===== src/hdl/mau_macros.svh =====
`ifndef MAU_MACROS_SVH
`define MAU_MACROS_SVH

// ----------------------------------------
// Core bus widths
// ----------------------------------------

`define CORE_ADDR_WIDTH 32
`define CORE_DATA_WIDTH 32
`define CORE_BE_WIDTH   4

// ----------------------------------------
// Cache line and tracker sizing
// ----------------------------------------

`define L1_LINE_SIZE    128
`define MAU_BEATS       4
`define MAU_TRACK_DEPTH 2

`endif


===== src/hdl/mau_pkg.sv =====
`include "mau_macros.svh"

package mau_pkg;

	// Width of a beat counter, one less than the beats per line fits
	localparam int MAU_CNT_WIDTH = $clog2(`MAU_BEATS);

	// Requesting cache
	typedef enum logic {
		SRC_I = 1'b0,
		SRC_D = 1'b1
	} mau_src_e;

	// ----------------------------------------
	// Request selected by the arbiter
	// ----------------------------------------

	typedef struct packed {
		mau_src_e                    src;
		logic                        we;
		logic                        nc;
		logic [`CORE_ADDR_WIDTH-1:0] addr;
		logic [`CORE_DATA_WIDTH-1:0] wdata;
		logic [`CORE_BE_WIDTH-1:0]   be;
	} mau_req_t;

	// ----------------------------------------
	// Outstanding transaction record
	// ----------------------------------------

	typedef struct packed {
		mau_src_e                 src;
		logic                     we;
		logic                     nc;
		// Beats expected minus one
		logic [MAU_CNT_WIDTH-1:0] cnt;
	} mau_track_t;

endpackage


===== src/hdl/mau_arbiter.sv =====
`timescale 1ns/10ps

`include "mau_macros.svh"

module mau_arbiter import mau_pkg::*; (
	input  logic                        wb_clk_i,
	input  logic                        rst_n,

	// Instruction cache request
	input  logic                        l1i_req_val_i,
	input  logic [`CORE_ADDR_WIDTH-1:0] l1i_req_addr_i,
	output logic                        l1i_req_ready_o,

	// Data cache request
	input  logic                        l1d_req_val_i,
	input  logic                        l1d_req_we_i,
	input  logic                        l1d_req_nc_i,
	input  logic [`CORE_ADDR_WIDTH-1:0] l1d_req_addr_i,
	input  logic [`CORE_DATA_WIDTH-1:0] l1d_req_wdata_i,
	input  logic [`CORE_BE_WIDTH-1:0]   l1d_req_be_i,
	output logic                        l1d_req_ready_o,

	// Towards the issue stage
	input  logic                        issue_ready_i,
	output logic                        arb_valid_o,
	output mau_req_t                    arb_req_o
);

	logic     slot_free;
	logic     load;
	logic     arb_valid_q;
	mau_req_t arb_req_q;
	mau_req_t sel_req;

	// No request is taken while in reset
	// Register can take a new entry when empty or being drained
	assign slot_free = rst_n & (~arb_valid_q | issue_ready_i);

	// Data cache wins when both are pending
	assign l1d_req_ready_o = slot_free & l1d_req_val_i;
	assign l1i_req_ready_o = slot_free & l1i_req_val_i & ~l1d_req_val_i;
	assign load            = l1d_req_ready_o | l1i_req_ready_o;

	always_comb begin
		if (l1d_req_val_i) begin
			sel_req.src   = SRC_D;
			sel_req.we    = l1d_req_we_i;
			sel_req.nc    = l1d_req_nc_i;
			sel_req.addr  = l1d_req_addr_i;
			sel_req.wdata = l1d_req_wdata_i;
			sel_req.be    = l1d_req_be_i;
		end else begin
			// Instruction fetches are always cached line reads
			sel_req.src   = SRC_I;
			sel_req.we    = 1'b0;
			sel_req.nc    = 1'b0;
			sel_req.addr  = l1i_req_addr_i;
			sel_req.wdata = '0;
			sel_req.be    = '1;
		end
	end

	always_ff @(posedge wb_clk_i or negedge rst_n) begin
		if (!rst_n) begin
			arb_valid_q <= 1'b0;
		end else if (load) begin
			arb_valid_q <= 1'b1;
		end else if (arb_valid_q && issue_ready_i) begin
			arb_valid_q <= 1'b0;
		end
	end

	always_ff @(posedge wb_clk_i) begin
		if (load) begin
			arb_req_q <= sel_req;
		end
	end

	assign arb_valid_o = arb_valid_q;
	assign arb_req_o   = arb_req_q;

endmodule


===== src/hdl/mau_line_collect.sv =====
`timescale 1ns/10ps

`include "mau_macros.svh"

module mau_line_collect import mau_pkg::*; (
	input  logic                        wb_clk_i,
	input  logic                        rst_n,

	// Wishbone response side
	input  logic                        wb_ack_i,
	input  logic [`CORE_DATA_WIDTH-1:0] wb_dat_i,

	// Tracker head
	input  mau_track_t                  head_i,
	output logic                        pop_o,

	// Cache responses
	output logic                        l1i_resp_val_o,
	output logic                        l1d_resp_val_o,
	output logic                        l1d_resp_we_o,
	output logic                        l1d_resp_nc_o,
	output logic [`L1_LINE_SIZE-1:0]    resp_line_o
);

	localparam int WORD = `CORE_DATA_WIDTH;
	localparam int LINE = `L1_LINE_SIZE;

	logic [MAU_CNT_WIDTH-1:0] ack_cnt_q;
	logic                     last_ack;
	logic [LINE-1:0]          line_q;
	logic                     resp_i_q;
	logic                     resp_d_q;
	logic                     resp_we_q;
	logic                     resp_nc_q;

	// ----------------------------------------
	// Acknowledgement counting
	// ----------------------------------------

	// Acks return in issue order so the head always owns the current one
	assign last_ack = wb_ack_i & (ack_cnt_q == head_i.cnt);
	assign pop_o    = last_ack;

	always_ff @(posedge wb_clk_i or negedge rst_n) begin
		if (!rst_n) begin
			ack_cnt_q <= '0;
		end else if (last_ack) begin
			ack_cnt_q <= '0;
		end else if (wb_ack_i) begin
			ack_cnt_q <= ack_cnt_q + 1'b1;
		end
	end

	// Words enter at the top, so the first beat ends in the lowest word
	always_ff @(posedge wb_clk_i) begin
		if (wb_ack_i) begin
			line_q <= {wb_dat_i, line_q[LINE-1:WORD]};
		end
	end

	// ----------------------------------------
	// Response pulse
	// ----------------------------------------

	always_ff @(posedge wb_clk_i or negedge rst_n) begin
		if (!rst_n) begin
			resp_i_q  <= 1'b0;
			resp_d_q  <= 1'b0;
			resp_we_q <= 1'b0;
			resp_nc_q <= 1'b0;
		end else begin
			resp_i_q <= last_ack & (head_i.src == SRC_I);
			resp_d_q <= last_ack & (head_i.src == SRC_D);
			if (last_ack) begin
				resp_we_q <= head_i.we;
				resp_nc_q <= head_i.nc;
			end
		end
	end

	assign l1i_resp_val_o = resp_i_q;
	assign l1d_resp_val_o = resp_d_q;
	assign l1d_resp_we_o  = resp_we_q;
	assign l1d_resp_nc_o  = resp_nc_q;
	assign resp_line_o    = line_q;

endmodule


===== src/hdl/mau_top.sv =====
`timescale 1ns/10ps

`include "mau_macros.svh"

module mau_top import mau_pkg::*; (
	input  logic                        wb_clk_i,
	input  logic                        rst_n,

	// Instruction cache
	input  logic                        l1i_req_val_i,
	input  logic [`CORE_ADDR_WIDTH-1:0] l1i_req_addr_i,
	output logic                        l1i_req_ready_o,
	output logic                        l1i_resp_val_o,

	// Data cache
	input  logic                        l1d_req_val_i,
	input  logic                        l1d_req_we_i,
	input  logic                        l1d_req_nc_i,
	input  logic [`CORE_ADDR_WIDTH-1:0] l1d_req_addr_i,
	input  logic [`CORE_DATA_WIDTH-1:0] l1d_req_wdata_i,
	input  logic [`CORE_BE_WIDTH-1:0]   l1d_req_be_i,
	output logic                        l1d_req_ready_o,
	output logic                        l1d_resp_val_o,
	output logic                        l1d_resp_we_o,
	output logic                        l1d_resp_nc_o,

	// Shared response line
	output logic [`L1_LINE_SIZE-1:0]    resp_line_o,

	// Wishbone B4 pipelined master
	input  logic [`CORE_DATA_WIDTH-1:0] wb_dat_i,
	input  logic                        wb_ack_i,
	input  logic                        wb_stall_i,
	output logic [`CORE_ADDR_WIDTH-1:0] wb_adr_o,
	output logic [`CORE_DATA_WIDTH-1:0] wb_dat_o,
	output logic [`CORE_BE_WIDTH-1:0]   wb_sel_o,
	output logic                        wb_we_o,
	output logic                        wb_stb_o,
	output logic                        wb_cyc_o
);

	logic       arb_valid;
	mau_req_t   arb_req;
	logic       issue_ready;
	logic       track_push;
	mau_track_t track_rec;
	logic       track_full;
	logic       track_pop;
	mau_track_t track_head;

	// ----------------------------------------
	// Stage one
	// ----------------------------------------

	mau_arbiter u_arbiter (
		.wb_clk_i        (wb_clk_i),
		.rst_n           (rst_n),
		.l1i_req_val_i   (l1i_req_val_i),
		.l1i_req_addr_i  (l1i_req_addr_i),
		.l1i_req_ready_o (l1i_req_ready_o),
		.l1d_req_val_i   (l1d_req_val_i),
		.l1d_req_we_i    (l1d_req_we_i),
		.l1d_req_nc_i    (l1d_req_nc_i),
		.l1d_req_addr_i  (l1d_req_addr_i),
		.l1d_req_wdata_i (l1d_req_wdata_i),
		.l1d_req_be_i    (l1d_req_be_i),
		.l1d_req_ready_o (l1d_req_ready_o),
		.issue_ready_i   (issue_ready),
		.arb_valid_o     (arb_valid),
		.arb_req_o       (arb_req)
	);

	// ----------------------------------------
	// Stage two and tracker
	// ----------------------------------------

	mau_wb_issue u_wb_issue (
		.wb_clk_i      (wb_clk_i),
		.rst_n         (rst_n),
		.arb_valid_i   (arb_valid),
		.arb_req_i     (arb_req),
		.issue_ready_o (issue_ready),
		.track_full_i  (track_full),
		.track_push_o  (track_push),
		.track_rec_o   (track_rec),
		.wb_stall_i    (wb_stall_i),
		.wb_adr_o      (wb_adr_o),
		.wb_dat_o      (wb_dat_o),
		.wb_sel_o      (wb_sel_o),
		.wb_we_o       (wb_we_o),
		.wb_stb_o      (wb_stb_o)
	);

	// Cycle stays up while any transaction is outstanding
	mau_track_fifo u_track_fifo (
		.wb_clk_i   (wb_clk_i),
		.rst_n      (rst_n),
		.push_i     (track_push),
		.push_rec_i (track_rec),
		.pop_i      (track_pop),
		.full_o     (track_full),
		.empty_o    (),
		.busy_o     (wb_cyc_o),
		.head_o     (track_head)
	);

	// ----------------------------------------
	// Stage three
	// ----------------------------------------

	mau_line_collect u_line_collect (
		.wb_clk_i       (wb_clk_i),
		.rst_n          (rst_n),
		.wb_ack_i       (wb_ack_i),
		.wb_dat_i       (wb_dat_i),
		.head_i         (track_head),
		.pop_o          (track_pop),
		.l1i_resp_val_o (l1i_resp_val_o),
		.l1d_resp_val_o (l1d_resp_val_o),
		.l1d_resp_we_o  (l1d_resp_we_o),
		.l1d_resp_nc_o  (l1d_resp_nc_o),
		.resp_line_o    (resp_line_o)
	);

endmodule


===== src/hdl/mau_track_fifo.sv =====
`timescale 1ns/10ps

`include "mau_macros.svh"

module mau_track_fifo import mau_pkg::*; (
	input  logic       wb_clk_i,
	input  logic       rst_n,
	input  logic       push_i,
	input  mau_track_t push_rec_i,
	input  logic       pop_i,
	output logic       full_o,
	output logic       empty_o,
	output logic       busy_o,
	output mau_track_t head_o
);

	localparam int DEPTH = `MAU_TRACK_DEPTH;
	localparam int PTR_W = (DEPTH > 1) ? $clog2(DEPTH) : 1;
	localparam int CNT_W = $clog2(DEPTH + 1);

	mau_track_t       mem_q [DEPTH];
	logic [PTR_W-1:0] wr_ptr_q;
	logic [PTR_W-1:0] rd_ptr_q;
	logic [CNT_W-1:0] count_q;
	logic [CNT_W-1:0] count_nxt;
	logic             do_push;
	logic             do_pop;
	logic             busy_q;

	assign full_o  = (count_q == CNT_W'(DEPTH));
	assign empty_o = (count_q == '0);
	assign do_push = push_i & ~full_o;
	assign do_pop  = pop_i & ~empty_o;

	// Simultaneous push and pop keep the occupancy
	always_comb begin
		case ({do_push, do_pop})
			2'b10:   count_nxt = count_q + 1'b1;
			2'b01:   count_nxt = count_q - 1'b1;
			default: count_nxt = count_q;
		endcase
	end

	always_ff @(posedge wb_clk_i or negedge rst_n) begin
		if (!rst_n) begin
			wr_ptr_q <= '0;
			rd_ptr_q <= '0;
			count_q  <= '0;
			busy_q   <= 1'b0;
		end else begin
			if (do_push) begin
				wr_ptr_q <= (wr_ptr_q == PTR_W'(DEPTH - 1)) ? '0 : wr_ptr_q + 1'b1;
			end
			if (do_pop) begin
				rd_ptr_q <= (rd_ptr_q == PTR_W'(DEPTH - 1)) ? '0 : rd_ptr_q + 1'b1;
			end
			count_q <= count_nxt;
			// Drives the bus cycle signal
			busy_q  <= (count_nxt != '0);
		end
	end

	always_ff @(posedge wb_clk_i) begin
		if (do_push) begin
			mem_q[wr_ptr_q] <= push_rec_i;
		end
	end

	assign head_o = mem_q[rd_ptr_q];
	assign busy_o = busy_q;

endmodule


===== src/hdl/mau_wb_issue.sv =====
`timescale 1ns/10ps

`include "mau_macros.svh"

module mau_wb_issue import mau_pkg::*; (
	input  logic                        wb_clk_i,
	input  logic                        rst_n,

	// From the arbiter
	input  logic                        arb_valid_i,
	input  mau_req_t                    arb_req_i,
	output logic                        issue_ready_o,

	// Tracker push side
	input  logic                        track_full_i,
	output logic                        track_push_o,
	output mau_track_t                  track_rec_o,

	// Wishbone request side
	input  logic                        wb_stall_i,
	output logic [`CORE_ADDR_WIDTH-1:0] wb_adr_o,
	output logic [`CORE_DATA_WIDTH-1:0] wb_dat_o,
	output logic [`CORE_BE_WIDTH-1:0]   wb_sel_o,
	output logic                        wb_we_o,
	output logic                        wb_stb_o
);

	localparam int WORD_BYTES = `CORE_DATA_WIDTH / 8;
	localparam int WORD_OFS   = $clog2(WORD_BYTES);
	localparam int LINE_OFS   = $clog2(`L1_LINE_SIZE / 8);

	typedef enum logic {
		ST_IDLE = 1'b0,
		ST_REQ  = 1'b1
	} issue_state_e;

	issue_state_e                state_q;
	logic [MAU_CNT_WIDTH-1:0]    beat_cnt_q;
	logic [`CORE_ADDR_WIDTH-1:0] adr_q;
	logic [`CORE_DATA_WIDTH-1:0] dat_q;
	logic [`CORE_BE_WIDTH-1:0]   sel_q;
	logic                        we_q;
	logic                        accept;
	logic                        is_line;
	logic                        beat_taken;
	logic                        last_beat;
	logic [`CORE_ADDR_WIDTH-1:0] start_adr;

	assign issue_ready_o = (state_q == ST_IDLE) & ~track_full_i;
	assign accept        = arb_valid_i & issue_ready_o;
	assign is_line       = ~arb_req_i.we & ~arb_req_i.nc;

	// Lines start at the line boundary, single beats at the word
	assign start_adr = is_line ?
		{arb_req_i.addr[`CORE_ADDR_WIDTH-1:LINE_OFS], {LINE_OFS{1'b0}}} :
		{arb_req_i.addr[`CORE_ADDR_WIDTH-1:WORD_OFS], {WORD_OFS{1'b0}}};

	// ----------------------------------------
	// Tracking record
	// ----------------------------------------

	assign track_push_o    = accept;
	assign track_rec_o.src = arb_req_i.src;
	assign track_rec_o.we  = arb_req_i.we;
	assign track_rec_o.nc  = arb_req_i.nc;
	assign track_rec_o.cnt = is_line ? MAU_CNT_WIDTH'(`MAU_BEATS - 1) : '0;

	// ----------------------------------------
	// Beat walker
	// ----------------------------------------

	// A beat is sampled by the slave whenever strobe is up and not stalled
	assign beat_taken = (state_q == ST_REQ) & ~wb_stall_i;
	assign last_beat  = beat_taken & (beat_cnt_q == '0);

	always_ff @(posedge wb_clk_i or negedge rst_n) begin
		if (!rst_n) begin
			state_q    <= ST_IDLE;
			beat_cnt_q <= '0;
			we_q       <= 1'b0;
		end else if (accept) begin
			state_q    <= ST_REQ;
			beat_cnt_q <= track_rec_o.cnt;
			we_q       <= arb_req_i.we;
		end else if (last_beat) begin
			state_q    <= ST_IDLE;
			we_q       <= 1'b0;
		end else if (beat_taken) begin
			beat_cnt_q <= beat_cnt_q - 1'b1;
		end
	end

	// Stall leaves address and data untouched
	always_ff @(posedge wb_clk_i) begin
		if (accept) begin
			adr_q <= start_adr;
			dat_q <= arb_req_i.wdata;
			sel_q <= arb_req_i.be;
		end else if (beat_taken && !last_beat) begin
			adr_q <= adr_q + `CORE_ADDR_WIDTH'(WORD_BYTES);
		end
	end

	assign wb_adr_o = adr_q;
	assign wb_dat_o = dat_q;
	assign wb_sel_o = sel_q;
	assign wb_we_o  = we_q;
	assign wb_stb_o = (state_q == ST_REQ);

endmodule


===== config.mk =====
export PLATFORM = sky130hd
export DESIGN_NAME = mau_top
export DESIGN_NICKNAME = d
export VERILOG_FILES = /design/src/hdl/mau_pkg.sv /design/src/hdl/mau_arbiter.sv /design/src/hdl/mau_line_collect.sv /design/src/hdl/mau_top.sv /design/src/hdl/mau_track_fifo.sv /design/src/hdl/mau_wb_issue.sv
export VERILOG_INCLUDE_DIRS = /design/src /design/src/hdl
export SDC_FILE = /design/constraint.sdc
export NUM_CORES = 1
export LEC_CHECK = 0
export BUFFER_PORTS_ARGS = -buffer_cell sky130_fd_sc_hd__buf_2
export CAP_MARGIN = 25
export CORE_MARGIN = 2
export CORE_UTILIZATION = 45
export CTS_CLUSTER_SIZE = 10
export DETAILED_ROUTE_END_ITERATION = 7
export HOLD_SLACK_MARGIN = 0.05
export MAX_ROUTING_LAYER = met4
export PLACE_DENSITY_LB_ADDON = 0.15
export SKIP_CTS_REPAIR_TIMING = 1
export SLEW_MARGIN = 10
export SYNTH_ARGS = -nofsm -noshare
export SYNTH_HDL_FRONTEND = slang
export SYNTH_SLANG_ARGS = --single-unit

===== constraint.sdc =====
create_clock -name wb_clk_i -period 4.5 [get_ports wb_clk_i]
set_input_delay 0.9 -clock wb_clk_i [delete_from_list [all_inputs] [get_ports wb_clk_i]]
set_output_delay 0.9 -clock wb_clk_i [all_outputs]
set_load 0.01 [all_outputs]

# ---- After elaboration in Yosys (flattened, before gate mapping)
# Memories as Yosys holds them, arrays and structs flattened.
# Index checks and enable logic that the tools add are counted.
# W data, S select, Z words.
dict set report op_classes {
  add_sub_neg 7
  n_eq_ne 5
  n_mux 20
  bitwise 25
  n_reduce_logical 12
}
# operator count
set op_table {}
lappend op_table {{$mux W71} 1}
lappend op_table {{$mux W32} 2}
lappend op_table {{$add A32 B3 Y32 const B} 1}
lappend op_table {{$and A1 B1 Y1} 14}
lappend op_table {{$mux W2} 6}
lappend op_table {{$reduce_bool A2 Y1} 6}
lappend op_table {{$mux W1} 9}
lappend op_table {{$not A1 Y1} 9}
lappend op_table {{$add A2 B1 Y2 const B} 2}
lappend op_table {{$eq A2 B2 Y1 const B} 2}
lappend op_table {{$logic_not A2 Y1} 2}
lappend op_table {{$mux W4} 1}
lappend op_table {{$pmux W2 S2} 1}
lappend op_table {{$sub A2 B1 Y2 const B} 2}
lappend op_table {{$add A1 B1 Y1 const B} 2}
lappend op_table {{$eq A2 B1 Y1 const B} 1}
lappend op_table {{$eq A2 B2 Y1} 1}
lappend op_table {{$logic_and A1 B1 Y1} 2}
lappend op_table {{$ne A2 B1 Y1 const B} 1}
lappend op_table {{$or A1 B1 Y1} 2}
lappend op_table {{$reduce_and A2 Y1} 1}
lappend op_table {{$logic_not A1 Y1} 1}
dict set report totals {
  ff_bits 283
  ram_bits 10
  inputBits 140
  output_inout_bits 205
  word_cells 93
  n_memories 1
}
# name words width read_ports rd_clocked_by_memory_dff wr line_no
set mem_list {}
lappend mem_list {u_track_fifo.mem_q 2 5 1 0 1 mau_track_fifo.sv:21} ;# mau_track_t mem_q [DEPTH];

# ---- Logic depth before layout (Yosys ltp)
# Gate-level depths: netlist (run 1).
dict set report depth {
  word_depth 9
  mapped_depth 10
  ltp_nobuf 9
}

# ---- By module
# A second synthesis (run 1) with hierarchy kept.
dict set report hier_totals {
  hier_cells 607
  area_unflattened_um2 10864.2
}
# mod instances cells_per_inst area_per_inst_um2 seq_area_each_um2
set by_module_without_submodules {}
lappend by_module_without_submodules {mau_line_collect 1 148 4107.7 3993.8}
lappend by_module_without_submodules {mau_wb_issue 1 263 3184.3 2082.0}
lappend by_module_without_submodules {mau_arbiter 1 156 2922.8 2157.1}
lappend by_module_without_submodules {mau_track_fifo 1 40 649.4 425.4}

# ---- Least setup slack after synthesis (run 1)
# No wires, ideal clock.
dict set report synth_path {
  kind {input -> register}
  startpoint {input l1d_req_val_i}
  endpoint {register u_arbiter.arb_req_q, in the netlist u_arbiter.arb_req_o[0], enable pin}
  setup_time_ns 0.496
  arrival_time_ns 4.328
  required_ns 4.004
  slack_ns -0.325
  stages 4
  path_buffers 2
  cell_sequence {clkbuf_1 clkbuf_1 nor2_1 nor2_1}
}
dict set report synth_between {
  elab_chain_cells 3
  word_cells_on_any_way 4
  cone_classes {bitwise: 4}
}
# element line_no
set synth_rtl {}
lappend synth_rtl {{from (decl)} mau_top.sv:16} ;# input logic l1d_req_val_i,
lappend synth_rtl {{$not A1 Y1} mau_arbiter.sv:41} ;# assign l1i_req_ready_o = slot_free & l1i_req_val_i & ~l1d_req_val_i;
lappend synth_rtl {{$and A1 B1 Y1} mau_arbiter.sv:41}
lappend synth_rtl {{$or A1 B1 Y1 *} mau_arbiter.sv:42} ;# assign load = l1d_req_ready_o | l1i_req_ready_o;
lappend synth_rtl {{via u_arbiter.load} mau_arbiter.sv:30} ;# logic load;
lappend synth_rtl {{to (signal assigned)} mau_arbiter.sv:75} ;# arb_req_q <= sel_req;
lappend synth_rtl {{to (decl)} mau_arbiter.sv:32} ;# mau_req_t arb_req_q;
# Mark *: on every way through the listed nets, which the timed path passes. The rest lies on a longest branch.
# A chain may end at the register's enable or synchronous reset.

# ---- Worst setup path in the final report (run 1)
dict set report layout_path {
  startpoint {register u_track_fifo.count_q[1]}
  endpoint {memory u_track_fifo.mem_q[1][3] (netlist bit), enable pin}
}
dict set report layout_between {
  elab_chain_cells 7
}
# element line_no
set layout_rtl {}
lappend layout_rtl {{from (decl)} mau_track_fifo.sv:24} ;# logic [CNT_W-1:0] count_q;
lappend layout_rtl {{from (signal assigned)} mau_track_fifo.sv:57} ;# count_q <= count_nxt;
lappend layout_rtl {{$eq A2 B2 Y1 *} mau_track_fifo.sv:30} ;# assign full_o = (count_q == CNT_W'(DEPTH));
lappend layout_rtl {{$not A1 Y1 *} {mau_track_fifo.sv:32, mau_wb_issue.sv:49}}
lappend layout_rtl {{$and A1 B1 Y1} mau_wb_issue.sv:49} ;# assign issue_ready_o = (state_q == ST_IDLE) & ~track_full_i;
lappend layout_rtl {{$and A1 B1 Y1} mau_wb_issue.sv:50} ;# assign accept = arb_valid_i & issue_ready_o;
lappend layout_rtl {{$and A1 B1 Y1 *} mau_track_fifo.sv:32} ;# assign do_push = push_i & ~full_o;
lappend layout_rtl {{$mux W1 *} mau_track_fifo.sv:64} ;# if (do_push) begin
lappend layout_rtl {{$mux W1 (implied by the code) *} mau_track_fifo.sv:65} ;# mem_q[wr_ptr_q] <= push_rec_i;
lappend layout_rtl {{to (decl)} mau_track_fifo.sv:21}
# Mark *: on every way between the ends. The rest lies on a longest branch, timed or not.

==> summary.md, run 1 <==
| Metric | Value |
|---|---|
| Synth warn | 0 |
| Post-place setup slack | 1.44 ns |
| # port buffers | 338 |
| Max IR drop VDD | 0.324 mV |
| Slowest stage delay, CP | 0.78 ns |
| Clock Skew | 0.0145 ns |
| CTS tree | built |
| Cells after synthesis | 587 |
| Initial antenna violation count | 4 |
| DP HPWL | 14500 um |
| Status | complete, no violations |
| GR peak layer | met2 |
| Storage element area | 8540 um^2 |
| Final hold vios | 0 |
| Drt pass-1 iters | 4 |
| Largest net degree at the start of global routing | 138 |
| Cell Pwr Density | 597 nW/um^2 |
| Routability cong. | 0.787 |
| Cell Rows | 55 |
| Fmax | 333 MHz |
| Fill count | 1814 |
| Root Buffer | clkbuf_16 |
| Fin. max-slew vios | 0 |
| Worst-path clk slew | 0.06 ns |
| Initial core utilization | 46.0% |
| Die Width | 156 um |
| Clock Latency Late Sink | 0.50 ns |
| Global-route wire length before repair | 31400 um |
| H-tree depth | 2 |
| Final worst setup slack | 1.49 ns |
| Critical path capture point type | flip-flop |
| RR Startpoint | u_track_fifo.count_q[1] |
| Crit-path cells | nor2b_1 -> or3b_2 -> inv_2 -> buf_4 -> and2_1 |
| # DRC | 0 |
| Layout area overhead | 28.8% |
| Final min period | 3.01 ns |
| Critical Path AT | 3.19 ns |
| Total CTS buffers | 35 |
| Ranking of synthesized cells by area | edfxtp_1 78%, dfrtp_1 3.8%, mux2_2 3.2% |
| Mapped Avg Cell Area | 17.8 um^2 |
| Met1 Usage GRT | 20.4% |
| Area of the mapped netlist | 10500 um^2 |
| Vias in the first global route | 5997 |
| Netlist cell types | 39 |
| Met2 usage | 27.5% |
| Prevailing post-synth register cell | edfxtp_1 |
| Final setup fails | 0 |
| Yosys reg bits | 287 |
| Met3 GRT Util | 5.87% |
| Nets | 1089 |
| Relative slew slack | 39.1% |
| Die Ht | 156 um |
| Top cell type's share of synthesized area | 77.8% |
| Final period util | 66.8% |
| DRT iter0 DRCs | 377 |
| Worst setup path class | reg -> reg |
| Drt total wl | 21100 um |
| Fraction of registers with async set/reset | 5.57% |
| CTS Sinks | 287 |
| Leak pwr | 5.27 nW |
| RSZ-0062 raised after global routing | no |
| Layout cell share with drive strength beyond 1 | 43.8% |
| Seq/Total Area, Yosys | 81.7% |
| Vias per Instance | 4.91 |
| Vias | 6138 |
| Worst setup path start | u_track_fifo.count_q[1] |
| Cell with the most instances after synthesis | edfxtp_1 |
| WP data required | 4.69 ns |
| Multi-input gate area | 1790 um^2 |
| Startpoint Class | flip-flop |
| GRT Residual Overflow | 0 |
| Crit-path max FO | 38 |
| GRT Total Usage | 17.1% |
| Placeable Area | 22700 um^2 |
| Post-synth EDFFs | 271 |
| Largest area contributor in the netlist | edfxtp_1 |
| # IOs | 345 |
| Routed len/inst | 16.9 um |
| Max-cap violations | 0 |
| Least-Margin Pin Slew | 0.911 ns |
| Hold WC Path Type | in -> async |
| Critical path's slowest cell | or3b_2 |
| Die area | 24500 um^2 |
| Antenna Nets Post-Route | 0 |
| TNS Setup | 0 ns |
| CTS Buffer Depth | 3 |
| Commonest cells post-synth | 271 x edfxtp_1, 35 x and2_1, 31 x nand2_1 |
kinds of logic after synthesis:
logic type	Yosys count	share of synthesized area (%)
compound gates	55	3.02
xor+xnor	21	1.76
fa+ha+maj	3	0.359
buf+inv	31	1.29
flops	287	81.7
mux	36	3.81
other cells	1	0.0359
simple gates	153	8.08
state kept, by name (all words and copies together) (netlist names), 2 cells and up:
name                        flops
u_wb_issue.wb_adr_o            30
u_wb_issue.wb_dat_o            32
u_wb_issue.beat_cnt_q           2
u_line_collect.resp_line_o    128
u_track_fifo.count_q            2
u_wb_issue.wb_sel_o             4
u_track_fifo.mem_q              8
u_line_collect.ack_cnt_q        2
u_arbiter.arb_req_o            69
layout make-up:
class / instances / share of cell area, %
clock buffers: 47 / 6.99
multi-input cells: 270 / 13.3
flip-flops and latches: 287 / 63.4
diodes: 4 / 0.0743
repair buffers: 342 / 13.0
well taps: 285 / 2.65
clock inverters: 6 / 0.316
inverters: 10 / 0.279
per-stage QoR:
stage	cells	hold WS [ns]	instance area, um^2	total power, mW	utilization (%)
2_1_floorplan	588	0.400	10500	4.96	-
3_3_place_gp	1194	0.400	12500	5.64	54.9
3_5_place_dp	1194	0.405	12500	5.69	54.9
4_1_cts	1247	0.334	13500	8.15	59.3
5_1_grt	1251	0.360	13500	8.48	59.3
6_report	1251	0.342	13500	8.04	59.3
routing by layer:
layer	wire, um	vias to the layer above	share of wire (%)
met5	0	-	0
met4	359	0	1.7
met3	2010	29	9.5
met2	10400	261	49
met1	8360	2898	40
li1	-	2950	-
final timing paths:
| kind | slack (ns) | depth (start not counted) | end |
|---|---|---|---|
| max in group asynchronous | 3.84 | 1 | u_wb_issue.beat_cnt_q[0] |
| worst max-delay path | 1.49 | 5 | u_track_fifo.mem_q[1][3] |
| worst min register to register | 0.41 | 0 | u_wb_issue.wb_dat_o[8] |
| worst min-delay path | 0.34 | 1 | u_wb_issue.wb_stb_o |
| min in group wb_clk_i | 0.41 | 0 | u_wb_issue.wb_dat_o[8] |
| worst max register to register | 1.49 | 5 | u_track_fifo.mem_q[1][3] |
critical path, delay by kind of cell (launching register included):
kind	cells	cell delay, ns
buf+inv	2	1.04
simple gates	3	1.23
flops	1	0.40
layout by cell type (no fill, tap or decap), types with 3 or more instances in the layout:
cell	instances
and3_1	4
a31oi_1	16
dfrtp_1	16
nand2b_1	5
nor4_1	3
o31ai_1	6
or2_2	3
buf_4	3
nand4_1	7
xor2_1	3
nand3b_1	3
o21ai_0	28
nand3_1	10
xnor2_1	18
inv_1	9
nand2_1	31
clkbuf_16	36
or4_1	6
a21oi_1	3
and2_1	35
diode_2	4
or3_1	8
nor3_1	3
mux2i_1	6
ha_1	3
edfxtp_1	271
nor2_1	25
mux2_2	30
clkbuf_1	11
buf_2	337
power breakdown:
| part | internal (mW) | switching (mW) |
|---|---|---|
| combinational | 0.602 | 0.972 |
| sequential | 3.69 | 0.353 |
| clock | 1.45 | 0.971 |
| total | 5.74 | 2.30 |
Power figures use the tool's default switching activity.
==> inputs of run 2 (changes only) <==
ABC_AREA = 1   (was unset)
clock period = 2.8 ns   (was 4.5 ns; I/O delays follow)
==> summary.md, run 2 <==
| Metric | Value |
|---|---|
| Area after DPL | 12900 um^2 |
| Switching share of power | 29.4% |
| Post-synth EDFFs | 271 |
| DP HPWL | 16800 um |
| Area of the mapped netlist | 10900 um^2 |
| Layout cell share with drive strength beyond 1 | 34.6% |
| Final hold vios | 0 |
| Synth warn | 0 |
| Crit-path max FO | 6 |
| RSZ-0062 raised after global routing | no |
| Worst hold stages | 1 |
| CTS Sinks | 287 |
| Seq/Total Area, Yosys | 78.6% |
| Crit-path cells | inv_1 -> nand2_1 -> nand3b_1 -> nand4_1 -> nor2_1 -> ha_1 -> a21oi_1 -> o21ai_0 -> xnor2_1 -> or2_2 |
| Vias in the first global route | 6812 |
| Layout area overhead | 28.8% |
| GRT Total Usage | 18.6% |
| Max IR drop VDD | 0.528 mV |
| Die area | 25400 um^2 |
| Placeable Area | 23600 um^2 |
| Post-route cell area | 14000 um^2 |
| Total CTS buffers | 35 |
| Vias per Instance | 4.57 |
| Inserted Diodes | 0 |
| Antenna Nets Post-Route | 0 |
| Critical path capture point type | flip-flop |
| Worst-path clk slew | 0.05 ns |
| Comb pwr share | 21.2% |
| Routability cong. | 0.853 |
| Relative slew slack | 54.3% |
| Cell Rows | 56 |
| Int Pwr | 9.31 mW |
| Fmax | 451 MHz |
| Ranking of synthesized cells by area | edfxtp_1 75%, nand2_1 9.9%, dfrtp_1 3.7% |
| Fraction of registers with async set/reset | 5.57% |
| Die Ht | 159 um |
| Netlist cell types | 32 |
| Leak pwr | 6.14 nW |
| WP data required | 3.17 ns |
| Nets | 1331 |
| Prevailing post-synth register cell | edfxtp_1 |
| Cells after synthesis | 819 |
| TNS Setup | 0 ns |
| Commonest cells post-synth | 287 x nand2_1, 271 x edfxtp_1, 70 x inv_1 |
| GRT Residual Overflow | 0 |
| Root Buffer | clkbuf_16 |
| Critical path's slowest cell | dfrtp_1 |
| CTS Buffer Depth | 3 |
| Routed len/inst | 15.2 um |
| Die Width | 159 um |
| Psw | 3.87 mW |
| Initial core utilization | 46.0% |
| Cell with the most instances after synthesis | nand2_1 |
| Max-cap violations | 0 |
| Final period util | 79.2% |
| Final setup fails | 0 |
| Mapped Avg Cell Area | 13.3 um^2 |
| Fin. max-slew vios | 0 |
| H-tree depth | 2 |
| Most frequent cells in the layout | 337 x buf_2, 287 x nand2_1, 271 x edfxtp_1 |
| Clock Skew | 0.00762 ns |
| FF-to-FF path depth | 10 |
| Critical Path AT | 2.59 ns |
| Top cell type's share of synthesized area | 75.0% |
| Worst setup path class | reg -> reg |
| Largest net degree at the start of global routing | 132 |
| Final min period | 2.22 ns |
| CTS tree | built |
| Status | complete, no violations |
| # IOs | 345 |
| # port buffers | 338 |
| Max reg flops | 128 |
| Flop pwr share | 48.4% |
| Startpoint Class | flip-flop |
| Drt pass-1 iters | 5 |
| Initial antenna violation count | 0 |
| Least-Margin Pin Slew | 0.685 ns |
| Cell Pwr Density | 943 nW/um^2 |
| Yosys reg bits | 287 |
| Hold WC Path Type | in -> reg |
| Commonest non-fill, non-tap cell in the layout | buf_2 |
| Global-route wire length before repair | 35800 um |
| Clock share of power | 30.5% |
| Clock Latency Late Sink | 0.49 ns |
| DRT iter0 DRCs | 386 |
| Largest area contributor in the netlist | edfxtp_1 |
| Drt total wl | 23100 um |
| Slowest stage delay, CP | 0.42 ns |
| Vias | 6964 |
| # DRC | 0 |
## run 2: cell count changes after synthesis, moves of 13 or more
cell	before	now
a31oi_1	16	2
and2_1	35	0
inv_1	9	70
mux2_2	30	0
nand2_1	31	287
nor2_1	26	52
xnor2_1	18	5
## run 2: stage by stage
| step | hold WS (ns) | power, mW | utilization [%] | std cells | setup slack, ns |
|---|---|---|---|---|---|
| 2_1_floorplan | 0.264 | 8.02 | - | 820 | 0.00420 |
| 3_3_place_gp | 0.400 | 9.22 | 54.8 | 1469 | 0.640 |
| 3_5_place_dp | 0.405 | 9.31 | 54.8 | 1469 | 0.589 |
| 4_1_cts | 0.0208 | 13.4 | 59.2 | 1522 | 0.581 |
| 5_1_grt | 0.223 | 14.0 | 59.2 | 1523 | 0.354 |
| 6_report | 0.242 | 13.2 | 59.2 | 1523 | 0.582 |
## run 2: cell type report
cell class	instances	area, um^2
Multi-Input combinational cell	441	1940
Clock buffer	52	1020
Clock inverter	1	3.75
Timing Repair Buffer	350	1800
Inverter	73	274
Tap cell	319	399
Sequential cell	287	8540
Fill cell	2009	9630
## run 2: cell families (layout without fill, tap and decap cells)
kind of cell             Yosys count  after routing  synth area share (%)
XOR/XNOR                          15             15                  1.21
other                              1              2                0.0345
adder cells (fa/ha/maj)            3              3                 0.346
AND/OR/NAND/NOR                  392            392                  14.8
AO/OA/AOI/OAI                     29             29                  1.46
flip-flops                       287            287                  78.6
buffers and inverters             92            476                  3.48
## run 2: layer usage
metal	share of wire [%]	up-vias	track usage (%)
met3	8.6	34	6.02
met1	41	3177	22.4
met4	1.6	0	4.96
met5	0	-	-
met2	49	273	30.5
li1	-	3480	-
## run 2: worst max-delay path, delay by kind of cell, from the launching register on
family / cells / cell delay, ns
AND/OR/NAND/NOR: 5 / 0.87
buffers and inverters: 1 / 0.16
adder cells (fa/ha/maj): 1 / 0.29
AO/OA/AOI/OAI: 2 / 0.21
flip-flops: 1 / 0.42
XOR/XNOR: 1 / 0.15
## run 2: worst paths after layout
| check | slack (ns) | start | endpoint |
|---|---|---|---|
| worst min register to register | 0.41 | u_arbiter.arb_req_o[24] | u_wb_issue.wb_dat_o[20] |
| min in group asynchronous | 0.58 | rst_n | u_wb_issue.beat_cnt_q[0] |
| max in group asynchronous | 2.02 | rst_n | u_line_collect.l1i_resp_val_o |
| worst max register to register | 0.58 | u_track_fifo.rd_ptr_q | u_track_fifo.busy_o |
| worst max-delay path | 0.58 | u_track_fifo.rd_ptr_q | u_track_fifo.busy_o |
| worst min-delay path | 0.24 | wb_dat_i[7] | u_line_collect.resp_line_o[103] |
## run 2: power groups by stage
stage / Combinational (mW) / Clock [mW] / Sequential, mW
4_1_cts: 2.86 / 4.15 / 6.38
3_3_place_gp: 2.81 / 0 / 6.42
3_5_place_dp: 2.85 / 0 / 6.46
6_report: 2.79 / 4.02 / 6.37
5_1_grt: 3.17 / 4.31 / 6.49
2_1_floorplan: 1.40 / 0 / 6.62
